==> config.mk <==
export PLATFORM = sky130hd
export DESIGN_NAME = rv_core
export DESIGN_NICKNAME = d
export VERILOG_FILES = /design/src/source/rv_core_pkg.sv /design/src/source/rv_alu.sv /design/src/source/rv_core.sv /design/src/source/rv_decoder.sv /design/src/source/rv_fetch.sv /design/src/source/rv_regfile.sv
export VERILOG_INCLUDE_DIRS = /design/src /design/src/source
export SDC_FILE = /design/constraint.sdc
export NUM_CORES = 2
export LEC_CHECK = 0
export BUFFER_PORTS_ARGS = -buffer_cell sky130_fd_sc_hd__buf_2
export CAP_MARGIN = 20
export CORE_AREA = 2 2 380 476
export DETAILED_ROUTE_END_ITERATION = 8
export DIE_AREA = 0 0 382 478
export PLACE_DENSITY_LB_ADDON = 0.08
export SKIP_LAST_GASP = 1
export SLEW_MARGIN = 25
export SYNTH_ARGS = -nofsm -noshare
export SYNTH_HDL_FRONTEND = slang
export SYNTH_SLANG_ARGS = --single-unit
==> constraint.sdc <==
create_clock -name clk -period 9.9 [get_ports clk]
set_input_delay 0 -clock clk [delete_from_list [all_inputs] [get_ports clk]]
set_output_delay 0 -clock clk [all_outputs]
set_load 0.005 [all_outputs]
==> src/source/rv_core_defines.svh <==
// ======================================
// Widths, register count, reset PC and
// major opcodes of the RV32I core
// ======================================
`ifndef RV_CORE_DEFINES_SVH
`define RV_CORE_DEFINES_SVH

`default_nettype none

// Data path and register file geometry
`define RV_XLEN      32
`define RV_NUM_REGS  32
`define RV_REG_AW    5

// First fetch address out of reset
`define RV_RESET_PC  32'h0000_0000

// Major opcodes, bits 6:0 of the word
`define RV_OPC_OP      7'b0110011
`define RV_OPC_OP_IMM  7'b0010011
`define RV_OPC_LUI     7'b0110111
`define RV_OPC_AUIPC   7'b0010111
`define RV_OPC_BRANCH  7'b1100011
`define RV_OPC_JAL     7'b1101111
`define RV_OPC_JALR    7'b1100111

// ADDI x0,x0,0
`define RV_NOP_INSTR   32'h0000_0013

`default_nettype wire

`endif

==> src/source/rv_core_pkg.sv <==
// ======================================
// Instruction union, decoded control and
// trace record types
// ======================================
`include "rv_core_defines.svh"

`default_nettype none

package rv_core_pkg;

   // ======================================
   // Instruction formats
   // ======================================
   typedef struct packed {
      logic [6:0] funct7;
      logic [4:0] rs2;
      logic [4:0] rs1;
      logic [2:0] funct3;
      logic [4:0] rd;
      logic [6:0] opcode;
   } rv_fmt_r_t;

   typedef struct packed {
      logic [11:0] imm_11_0;
      logic [4:0]  rs1;
      logic [2:0]  funct3;
      logic [4:0]  rd;
      logic [6:0]  opcode;
   } rv_fmt_i_t;

   typedef struct packed {
      logic [6:0] imm_11_5;
      logic [4:0] rs2;
      logic [4:0] rs1;
      logic [2:0] funct3;
      logic [4:0] imm_4_0;
      logic [6:0] opcode;
   } rv_fmt_s_t;

   typedef struct packed {
      logic       imm_12;
      logic [5:0] imm_10_5;
      logic [4:0] rs2;
      logic [4:0] rs1;
      logic [2:0] funct3;
      logic [3:0] imm_4_1;
      logic       imm_11;
      logic [6:0] opcode;
   } rv_fmt_b_t;

   typedef struct packed {
      logic [19:0] imm_31_12;
      logic [4:0]  rd;
      logic [6:0]  opcode;
   } rv_fmt_u_t;

   typedef struct packed {
      logic       imm_20;
      logic [9:0] imm_10_1;
      logic       imm_11;
      logic [7:0] imm_19_12;
      logic [4:0] rd;
      logic [6:0] opcode;
   } rv_fmt_j_t;

   // One word, six ways to read it
   typedef union packed {
      rv_fmt_r_t r;
      rv_fmt_i_t i;
      rv_fmt_s_t s;
      rv_fmt_b_t b;
      rv_fmt_u_t u;
      rv_fmt_j_t j;
   } rv_instr_u;

   // ======================================
   // Selectors and decoded control
   // ======================================
   typedef enum logic [3:0] {
      ALU_ADD, ALU_SUB, ALU_AND, ALU_OR, ALU_XOR, ALU_SLL, ALU_SRL,
      ALU_SRA, ALU_SLT, ALU_SLTU, ALU_EQ, ALU_NE, ALU_GE, ALU_GEU
   } alu_op_e;

   typedef enum logic {PORTA_RS1, PORTA_PC} porta_sel_e;
   typedef enum logic {PORTB_RS2, PORTB_IMM} portb_sel_e;
   typedef enum logic [1:0] {PC_PLUS4, PC_BRANCH, PC_ALU_RES} pc_sel_e;
   typedef enum logic {RF_SRC_ALU, RF_SRC_LINK} rf_src_sel_e;

   typedef struct packed {
      alu_op_e                alu_op;
      porta_sel_e             porta_sel;
      portb_sel_e             portb_sel;
      pc_sel_e                pc_sel;
      rf_src_sel_e            rf_src_sel;
      logic                   rf_write;
      logic                   illegal;
      logic [`RV_XLEN-1:0]    imm;
      logic [`RV_REG_AW-1:0]  rs1;
      logic [`RV_REG_AW-1:0]  rs2;
      logic [`RV_REG_AW-1:0]  rd;
   } rv_ctrl_t;

   // Write-back trace record
   typedef struct packed {
      logic                   valid;
      logic [`RV_REG_AW-1:0]  rd;
      logic [`RV_XLEN-1:0]    data;
      logic [`RV_XLEN-1:0]    pc;
   } rv_wb_t;

endpackage

`default_nettype wire

==> src/source/rv_alu.sv <==
// ======================================
// ALU with branch condition output
// ======================================
`include "rv_core_defines.svh"

`default_nettype none

module rv_alu import rv_core_pkg::*; (
   input  alu_op_e             op,
   input  logic [`RV_XLEN-1:0] porta,
   input  logic [`RV_XLEN-1:0] portb,
   output logic [`RV_XLEN-1:0] res,
   output logic                cond
);

   logic [4:0] shamt;
   logic       lt_s;
   logic       lt_u;

   assign shamt = portb[4:0];
   assign lt_s  = $signed(porta) < $signed(portb);
   assign lt_u  = porta < portb;

   always_comb begin
      res  = '0;
      cond = 1'b0;
      case (op)
         ALU_ADD:  res = porta + portb;
         ALU_SUB:  res = porta - portb;
         ALU_AND:  res = porta & portb;
         ALU_OR:   res = porta | portb;
         ALU_XOR:  res = porta ^ portb;
         ALU_SLL:  res = porta << shamt;
         ALU_SRL:  res = porta >> shamt;
         ALU_SRA:  res = $signed(porta) >>> shamt;
         ALU_SLT: begin
            res  = {{(`RV_XLEN-1){1'b0}}, lt_s};
            cond = lt_s;
         end
         ALU_SLTU: begin
            res  = {{(`RV_XLEN-1){1'b0}}, lt_u};
            cond = lt_u;
         end
         // Comparisons only drive the condition
         ALU_EQ:   cond = (porta == portb);
         ALU_NE:   cond = (porta != portb);
         ALU_GE:   cond = ~lt_s;
         ALU_GEU:  cond = ~lt_u;
         default:  res = '0;
      endcase
   end

endmodule

`default_nettype wire

==> src/source/rv_core.sv <==
// ======================================
// Two-stage RV32I core top level
// ======================================
`include "rv_core_defines.svh"

`default_nettype none

module rv_core import rv_core_pkg::*; (
   input  logic                clk,
   input  logic                rst_n,
   output logic [`RV_XLEN-1:0] code_addr,
   input  logic [`RV_XLEN-1:0] code_rdata,
   input  logic                code_ack,
   output rv_wb_t              trace,
   output logic                illegal
);

   rv_instr_u           instr;
   rv_ctrl_t            ctrl;
   logic [`RV_XLEN-1:0] exe_pc;
   logic                exe_valid;
   logic [`RV_XLEN-1:0] rs1_data;
   logic [`RV_XLEN-1:0] rs2_data;
   logic [`RV_XLEN-1:0] porta;
   logic [`RV_XLEN-1:0] portb;
   logic [`RV_XLEN-1:0] alu_res;
   logic                alu_cond;
   logic [`RV_XLEN-1:0] link_pc;
   logic [`RV_XLEN-1:0] branch_pc;
   logic [`RV_XLEN-1:0] wb_data;
   logic                rf_write;
   logic                redirect;
   logic [`RV_XLEN-1:0] redirect_pc;

   rv_fetch i_rv_fetch (
      .clk         (clk),
      .rst_n       (rst_n),
      .code_ack    (code_ack),
      .code_rdata  (code_rdata),
      .redirect    (redirect),
      .redirect_pc (redirect_pc),
      .code_addr   (code_addr),
      .instr       (instr),
      .exe_pc      (exe_pc),
      .exe_valid   (exe_valid)
   );

   rv_decoder i_rv_decoder (
      .instr (instr),
      .ctrl  (ctrl)
   );

   rv_regfile i_rv_regfile (
      .clk      (clk),
      .rst_n    (rst_n),
      .rs1      (ctrl.rs1),
      .rs2      (ctrl.rs2),
      .rd       (ctrl.rd),
      .rd_data  (wb_data),
      .rd_write (rf_write),
      .rs1_data (rs1_data),
      .rs2_data (rs2_data)
   );

   // ======================================
   // Operand selection and ALU
   // ======================================
   assign porta = (ctrl.porta_sel == PORTA_PC)  ? exe_pc   : rs1_data;
   assign portb = (ctrl.portb_sel == PORTB_IMM) ? ctrl.imm : rs2_data;

   rv_alu i_rv_alu (
      .op    (ctrl.alu_op),
      .porta (porta),
      .portb (portb),
      .res   (alu_res),
      .cond  (alu_cond)
   );

   // ======================================
   // Next PC and write-back
   // ======================================
   assign link_pc   = exe_pc + `RV_XLEN'd4;
   assign branch_pc = exe_pc + ctrl.imm;

   always_comb begin
      case (ctrl.pc_sel)
         PC_BRANCH:  redirect_pc = branch_pc;
         // Jump targets are halfword aligned, bit 0 dropped
         PC_ALU_RES: redirect_pc = {alu_res[`RV_XLEN-1:1], 1'b0};
         default:    redirect_pc = link_pc;
      endcase
   end

   assign redirect = exe_valid & ((ctrl.pc_sel == PC_ALU_RES) |
                                  ((ctrl.pc_sel == PC_BRANCH) & alu_cond));

   assign wb_data  = (ctrl.rf_src_sel == RF_SRC_LINK) ? link_pc : alu_res;
   assign rf_write = exe_valid & ctrl.rf_write;

   always_comb begin
      trace.valid = rf_write;
      trace.rd    = ctrl.rd;
      trace.data  = wb_data;
      trace.pc    = exe_pc;
   end

   assign illegal = exe_valid & ctrl.illegal;

endmodule

`default_nettype wire

==> src/source/rv_decoder.sv <==
// ======================================
// RV32I decoder to control struct and
// sign-extended immediate
// ======================================
`include "rv_core_defines.svh"

`default_nettype none

module rv_decoder import rv_core_pkg::*; (
   input  rv_instr_u instr,
   output rv_ctrl_t  ctrl
);

   logic [`RV_XLEN-1:0] imm_i;
   logic [`RV_XLEN-1:0] imm_b;
   logic [`RV_XLEN-1:0] imm_u;
   logic [`RV_XLEN-1:0] imm_j;
   logic [9:0]          f7_f3;

   // ======================================
   // Immediate reconstruction
   // ======================================
   assign imm_i = {{20{instr.i.imm_11_0[11]}}, instr.i.imm_11_0};
   assign imm_b = {{19{instr.b.imm_12}}, instr.b.imm_12, instr.b.imm_11,
                   instr.b.imm_10_5, instr.b.imm_4_1, 1'b0};
   assign imm_u = {instr.u.imm_31_12, 12'b0};
   assign imm_j = {{11{instr.j.imm_20}}, instr.j.imm_20, instr.j.imm_19_12,
                   instr.j.imm_11, instr.j.imm_10_1, 1'b0};

   assign f7_f3 = {instr.r.funct7, instr.r.funct3};

   // ======================================
   // Opcode decode
   // ======================================
   always_comb begin
      ctrl            = '0;
      ctrl.alu_op     = ALU_ADD;
      ctrl.porta_sel  = PORTA_RS1;
      ctrl.portb_sel  = PORTB_RS2;
      ctrl.pc_sel     = PC_PLUS4;
      ctrl.rf_src_sel = RF_SRC_ALU;
      ctrl.rs1        = instr.r.rs1;
      ctrl.rs2        = instr.r.rs2;
      ctrl.rd         = instr.r.rd;

      case (instr.r.opcode)
         `RV_OPC_OP: begin
            ctrl.rf_write = 1'b1;
            case (f7_f3)
               10'b0000000_000: ctrl.alu_op = ALU_ADD;
               10'b0100000_000: ctrl.alu_op = ALU_SUB;
               10'b0000000_001: ctrl.alu_op = ALU_SLL;
               10'b0000000_010: ctrl.alu_op = ALU_SLT;
               10'b0000000_011: ctrl.alu_op = ALU_SLTU;
               10'b0000000_100: ctrl.alu_op = ALU_XOR;
               10'b0000000_101: ctrl.alu_op = ALU_SRL;
               10'b0100000_101: ctrl.alu_op = ALU_SRA;
               10'b0000000_110: ctrl.alu_op = ALU_OR;
               10'b0000000_111: ctrl.alu_op = ALU_AND;
               default: begin
                  ctrl.illegal  = 1'b1;
                  ctrl.rf_write = 1'b0;
               end
            endcase
         end
         `RV_OPC_OP_IMM: begin
            ctrl.portb_sel = PORTB_IMM;
            ctrl.imm       = imm_i;
            ctrl.rf_write  = 1'b1;
            // Shifts carry funct7 in the upper immediate bits
            casez (f7_f3)
               10'b???????_000: ctrl.alu_op = ALU_ADD;
               10'b???????_010: ctrl.alu_op = ALU_SLT;
               10'b???????_011: ctrl.alu_op = ALU_SLTU;
               10'b???????_100: ctrl.alu_op = ALU_XOR;
               10'b???????_110: ctrl.alu_op = ALU_OR;
               10'b???????_111: ctrl.alu_op = ALU_AND;
               10'b0000000_001: ctrl.alu_op = ALU_SLL;
               10'b0000000_101: ctrl.alu_op = ALU_SRL;
               10'b0100000_101: ctrl.alu_op = ALU_SRA;
               default: begin
                  ctrl.illegal  = 1'b1;
                  ctrl.rf_write = 1'b0;
               end
            endcase
         end
         `RV_OPC_LUI: begin
            // rs1 forced to x0 so the adder passes the immediate
            ctrl.rs1       = '0;
            ctrl.portb_sel = PORTB_IMM;
            ctrl.imm       = imm_u;
            ctrl.rf_write  = 1'b1;
         end
         `RV_OPC_AUIPC: begin
            ctrl.porta_sel = PORTA_PC;
            ctrl.portb_sel = PORTB_IMM;
            ctrl.imm       = imm_u;
            ctrl.rf_write  = 1'b1;
         end
         `RV_OPC_JAL: begin
            ctrl.porta_sel  = PORTA_PC;
            ctrl.portb_sel  = PORTB_IMM;
            ctrl.imm        = imm_j;
            ctrl.pc_sel     = PC_ALU_RES;
            ctrl.rf_src_sel = RF_SRC_LINK;
            ctrl.rf_write   = 1'b1;
         end
         `RV_OPC_JALR: begin
            ctrl.portb_sel  = PORTB_IMM;
            ctrl.imm        = imm_i;
            ctrl.pc_sel     = PC_ALU_RES;
            ctrl.rf_src_sel = RF_SRC_LINK;
            ctrl.rf_write   = (instr.i.funct3 == 3'b000);
            ctrl.illegal    = (instr.i.funct3 != 3'b000);
            if (ctrl.illegal) begin
               ctrl.pc_sel = PC_PLUS4;
            end
         end
         `RV_OPC_BRANCH: begin
            ctrl.imm    = imm_b;
            ctrl.pc_sel = PC_BRANCH;
            case (instr.b.funct3)
               3'b000:  ctrl.alu_op = ALU_EQ;
               3'b001:  ctrl.alu_op = ALU_NE;
               3'b100:  ctrl.alu_op = ALU_SLT;
               3'b101:  ctrl.alu_op = ALU_GE;
               3'b110:  ctrl.alu_op = ALU_SLTU;
               3'b111:  ctrl.alu_op = ALU_GEU;
               default: begin
                  ctrl.illegal = 1'b1;
                  ctrl.pc_sel  = PC_PLUS4;
               end
            endcase
         end
         default: begin
            // Loads, stores, fences and system words land here
            ctrl.illegal = 1'b1;
         end
      endcase
   end

endmodule

`default_nettype wire

==> src/source/rv_fetch.sv <==
// ======================================
// Fetch PC, flow FSM and instruction
// register feeding the execute stage
// ======================================
`include "rv_core_defines.svh"

`default_nettype none

module rv_fetch import rv_core_pkg::*; (
   input  logic                clk,
   input  logic                rst_n,
   input  logic                code_ack,
   input  logic [`RV_XLEN-1:0] code_rdata,
   input  logic                redirect,
   input  logic [`RV_XLEN-1:0] redirect_pc,
   output logic [`RV_XLEN-1:0] code_addr,
   output rv_instr_u           instr,
   output logic [`RV_XLEN-1:0] exe_pc,
   output logic                exe_valid
);

   typedef enum logic {ST_RUN, ST_FLUSH} flow_state_e;

   flow_state_e         state;
   flow_state_e         state_next;
   logic [`RV_XLEN-1:0] fetch_pc;
   logic [`RV_XLEN-1:0] next_pc;
   logic                accept;

   // ======================================
   // Flow control
   // ======================================
   always_comb begin
      accept     = 1'b0;
      state_next = ST_RUN;
      next_pc    = fetch_pc;
      if (redirect) begin
         // Word in flight is on the old path, drop it
         next_pc = redirect_pc;
      end else begin
         case (state)
            ST_FLUSH: begin
               // Word in flight was requested under reset, re-issue fetch_pc
               state_next = ST_RUN;
            end
            default: begin
               if (code_ack) begin
                  accept  = 1'b1;
                  next_pc = fetch_pc + `RV_XLEN'd4;
               end
            end
         endcase
      end
   end

   assign code_addr = next_pc;

   always_ff @(posedge clk or negedge rst_n) begin
      if (!rst_n) begin
         state     <= ST_FLUSH;
         fetch_pc  <= `RV_RESET_PC;
         exe_valid <= 1'b0;
      end else begin
         state     <= state_next;
         fetch_pc  <= next_pc;
         exe_valid <= accept;
      end
   end

   // Instruction register and its PC
   always_ff @(posedge clk or negedge rst_n) begin
      if (!rst_n) begin
         instr  <= `RV_NOP_INSTR;
         exe_pc <= `RV_RESET_PC;
      end else if (accept) begin
         instr  <= code_rdata;
         exe_pc <= fetch_pc;
      end
   end

endmodule

`default_nettype wire

==> src/source/rv_regfile.sv <==
// ======================================
// Register file, two reads, one write
// ======================================
`include "rv_core_defines.svh"

`default_nettype none

module rv_regfile (
   input  logic                  clk,
   input  logic                  rst_n,
   input  logic [`RV_REG_AW-1:0] rs1,
   input  logic [`RV_REG_AW-1:0] rs2,
   input  logic [`RV_REG_AW-1:0] rd,
   input  logic [`RV_XLEN-1:0]   rd_data,
   input  logic                  rd_write,
   output logic [`RV_XLEN-1:0]   rs1_data,
   output logic [`RV_XLEN-1:0]   rs2_data
);

   // x0 has no storage
   logic [`RV_XLEN-1:0] regs [1:`RV_NUM_REGS-1];

   always_ff @(posedge clk or negedge rst_n) begin
      if (!rst_n) begin
         for (int i = 1; i < `RV_NUM_REGS; i++) begin
            regs[i] <= '0;
         end
      end else if (rd_write && (rd != '0)) begin
         regs[rd] <= rd_data;
      end
   end

   assign rs1_data = (rs1 == '0) ? '0 : regs[rs1];
   assign rs2_data = (rs2 == '0) ? '0 : regs[rs2];

endmodule

`default_nettype wire

==> flow_metrics.py <==
metrics = {
    "place": {
        "io_buffers": 137,
        "place_congestion": 1.04,
        "hpwl_mm": 268,
    },
    "critical_path": {
        "cp.required_ps": 9900,
        "cp_max_fo": 32,
        "crit_type": "reg2out",
        "cp.arrival_ps": 9830,
        "rr_worst_depth": 23,
        "start_kind": "flip-flop",
        "crit_path_end_kind": "output port",
        "reg2reg_slack_ps": 760,
    },
    "synth": {
        "synth_compound_area_share_pct": 21.3,
        "synth.lib_cells_used.distinct": 108,
        "yosys_warnings": 0,
        "synthSimpleGateAreaFrac_pct": 12.7,
        "synth_edf_count": 0,
        "synthMuxAreaShare_pct": 18.6,
        "netlist_instances": 7484,
        "synth_seq_area_share_pct": 38.5,
        "async_flop_share_pct": 100,
        "ys_ff_latch": 1090,
        "syn_nets": 7654,
        "synth_top_family_by_area": "compound AO/OA/AOI/OAI gates",
        "synthXorXnorAreaFrac_pct": 1.25,
        "syn_area_per_cell_um2": 9.46,
        "synth-adder-area-share_pct": 2.42,
        "syn_area_um2": 70800,
        "synth-main-ff-cell": "dfrtp_1",
    },
    "power_and_ir_drop": {
        "clock_power_share_pct": 29.4,
        "switching_share_pct": 43.9,
        "vdd.ir_drop.worst_v": 0.000187,
        "power_leakage_nw": 34.5,
        "switchingPower_w": 0.00753,
        "p_seq_share_pct": 28.7,
        "power.internal_w": 0.00962,
        "power_per_cell_area_nw_per_um2": 213,
        "pwr-share-comb_pct": 41.9,
        "power.total_w": 0.0172,
    },
    "die": {
        "start_util_pct": 39.6,
        "ios": 138,
        "dieHeight_um": 478,
        "coreArea_um2": 179000,
        "die_x_um": 382,
        "die_area_um2": 183000,
        "rows": 174,
    },
    "sta": {
        "finalClockSkew_ps": 94.2,
        "fin_crit_ps": 9830,
        "finalSetupViolCount": 0,
        "final.period_utilization_pct": 99.2,
        "worst_pin_slew_ps": 1300,
        "fmax_mhz": 102,
        "hold_violations": 0,
        "finalSetupTns_ps": 0,
        "maxSlewViolCount": 0,
        "rsz0062_at_grt": "no",
        "slew_headroom_pct": 13.5,
    },
    "hold_path": {
        "min_path_type": "in2reg",
        "whs_path_depth": 4,
    },
    "clocking": {
        "cts_setup_buffers": 0,
        "cts_buffers": 120,
        "clockBufferDepth": 3,
        "clock_sinks": 1090,
        "clk_root_buffer_cell": "clkbuf_16",
        "cts_tree": "done",
        "cts.clk_slew.worst_paths_ps": 60,
        "cts_max_level": 3,
        "clk_latency_ps": 810,
    },
    "global_route": {
        "grt_start_max_net_pins": 181,
        "track_usage_pct": 40.9,
        "overflow": 0,
        "antenna_found_initial": 15,
        "grt_pass1_wl_mm": 525,
        "grt_pass1_vias": 63400,
    },
    "route": {
        "ant_nets": 0,
        "vias": 65400,
        "drc": 0,
        "firstDrtPassIters": 6,
        "wl_per_cell_um": 38.0,
        "avgViaCountPerCell": 6.56,
        "drt_iter0_drc": 7649,
        "drt_wl_total_mm": 379,
    },
    "outcome": {
        "status": "complete, no violations",
    },
    "job": {
        "max_cap_viol_count": 0,
    },
    "final_layout": {
        "layout.nets": 7660,
        "syn_to_final_growth_pct": 13.6,
        "layout-drive-gt1-share_pct": 19.9,
        "fill_cells": 17400,
    },
}
## through the flow
step	cell area, µm²	setup WS [ps]	hold slack (ps)	util [%]	std cells
6_report	80500	75.0	82.6	45.0	9974
5_1_grt	80400	150	74.5	45.0	9970
4_1_cts	80400	199	20.6	45.0	9966
3_5_place_dp	75400	997	106	42.2	9686
3_3_place_gp	75300	272	98.4	42.1	9681
2_1_floorplan	70800	2990	-296	-	7484
## cell usage after synthesis, drive strengths merged (24+ instances only)
cell type	n	area share (%)
a21oi	353	2.5
o221ai	82	1.0
o21ai	940	6.8
nor3	74	0.55
buf	253	1.9
nor2	498	2.6
inv	175	0.93
nand3	109	0.77
a22o	33	0.41
and3	33	0.29
a2bb2oi	25	0.31
nand2	1144	6.1
a31oi	77	0.68
nand2b	35	0.31
mux2	211	3.4
mux2i	256	3.6
a22oi	87	0.93
o21bai	24	0.25
nor2b	43	0.38
dfrtp	1086	38
o21a	29	0.31
and2	31	0.27
a211oi	57	0.60
mux4	367	12
o31ai	108	1.2
ha	132	2.3
nor4	27	0.25
a21o	83	0.88
xnor2	64	0.79
o22ai	36	0.33
a221oi	93	1.2
a32oi	27	0.33
clkbuf	433	2.3
xor2	37	0.46
nand4	30	0.26
o211ai	86	0.92
## worst paths after layout
check	from	endpoint
max in group asynchronous	rst_n	i_rv_regfile.regs[229]
worst max-delay path	i_rv_fetch.instr[3]	trace[43]
worst max register to register	i_rv_fetch.instr[3]	i_rv_regfile.regs[267]
min in group asynchronous	rst_n	i_rv_regfile.regs[916]
worst min register to register	i_rv_regfile.regs[569]	i_rv_regfile.regs[569]
worst min-delay path	code_rdata[5]	i_rv_fetch.instr[5]
## layer usage
| layer | global-route usage, % | share of wire, % | vias to the layer above |
|---|---|---|---|
| met5 | 0 | 0.014 | - |
| met4 | 31.8 | 9.5 | 8 |
| met3 | 8.09 | 8.3 | 978 |
| met2 | 62.8 | 44 | 3480 |
| met1 | 50.3 | 38 | 33300 |
| li1 | - | - | 27600 |
## layout make-up
class	count	area, µm²	share of cell area (%)
clock inverter	56	911	1.13
sequential	1090	27300	33.9
clock buffer	169	3540	4.40
timing repair buffer	570	4590	5.70
multi-input combinational	5530	40500	50.3
antenna	5	12.5	0.0156
inverter	178	668	0.830
tap	2376	2970	3.69
## worst max-delay path, stage by stage, from the launching register on
cell and delay, ps:
dfrtp_1 600, or3b_2 820, o31ai_4 620, buf_4 400, nor2_1 90, nor4_1 610, a211o_1 490, nand2b_1 630
ha_1 410, and2_1 220, a221oi_1 370, a21oi_1 160, nor2_1 230, o31ai_1 160, a221oi_1 310, a21oi_1 110
a211oi_1 520, buf_4 250, o2111ai_1 280, a211oi_1 800, buf_4 240, o22a_1 200, buf_12 210, inv_1 70
buf_2 130
## timing repair
item,in CTS,in global routing
hold endpoints to repair,323,0
gates resized for setup,0,3
setup endpoints to repair,0,7
hold buffers,55,0
## logic make-up after synthesis
kind of cell | after synthesis
compound gates | 2344
simple gates | 2115
flops | 1090
buf+inv | 864
mux | 834
fa+ha+maj | 135
xor+xnor | 101
other cells | 1
## registers in the layout, indices dropped and copies added (netlist names)
signal / flops
i_rv_fetch.exe_pc: 32
i_rv_fetch.exe_valid: 1
i_rv_fetch.fetch_pc: 32
i_rv_fetch.instr: 32
i_rv_fetch.state: 1
i_rv_regfile.regs: 992
## power by group through the flow
stage          logic [W]  registers [W]  clock network, W
2_1_floorplan    0.00348        0.00483                 0
3_3_place_gp     0.00694        0.00499                 0
3_5_place_dp     0.00692        0.00499                 0
4_1_cts          0.00696        0.00491           0.00510
5_1_grt          0.00732        0.00493           0.00528
6_report         0.00719        0.00492           0.00505
## layout by cell type, fill, tap and decap left out, drive strengths merged, types with 25 or more instances in the layout
cell type	n
nand2	1144
dfrtp	1086
o21ai	940
buf	514
nor2	498
mux4	367
a21oi	353
mux2i	256
mux2	211
inv	177
clkbuf	171
ha	132
nand3	109
o31ai	108
a221oi	93
a22oi	87
o211ai	86
a21o	83
o221ai	82
a31oi	77
nor3	74
xnor2	64
a211oi	57
dlygate4sd3	54
nor2b	43
xor2	37
o22ai	36
nand2b	35
a22o	33
and3	33
and2	31
nand4	30
o21a	29
clkinv	29
a32oi	27
nor4	27
a2bb2oi	25
No activity file was read; power rests on OpenSTA's default activity.
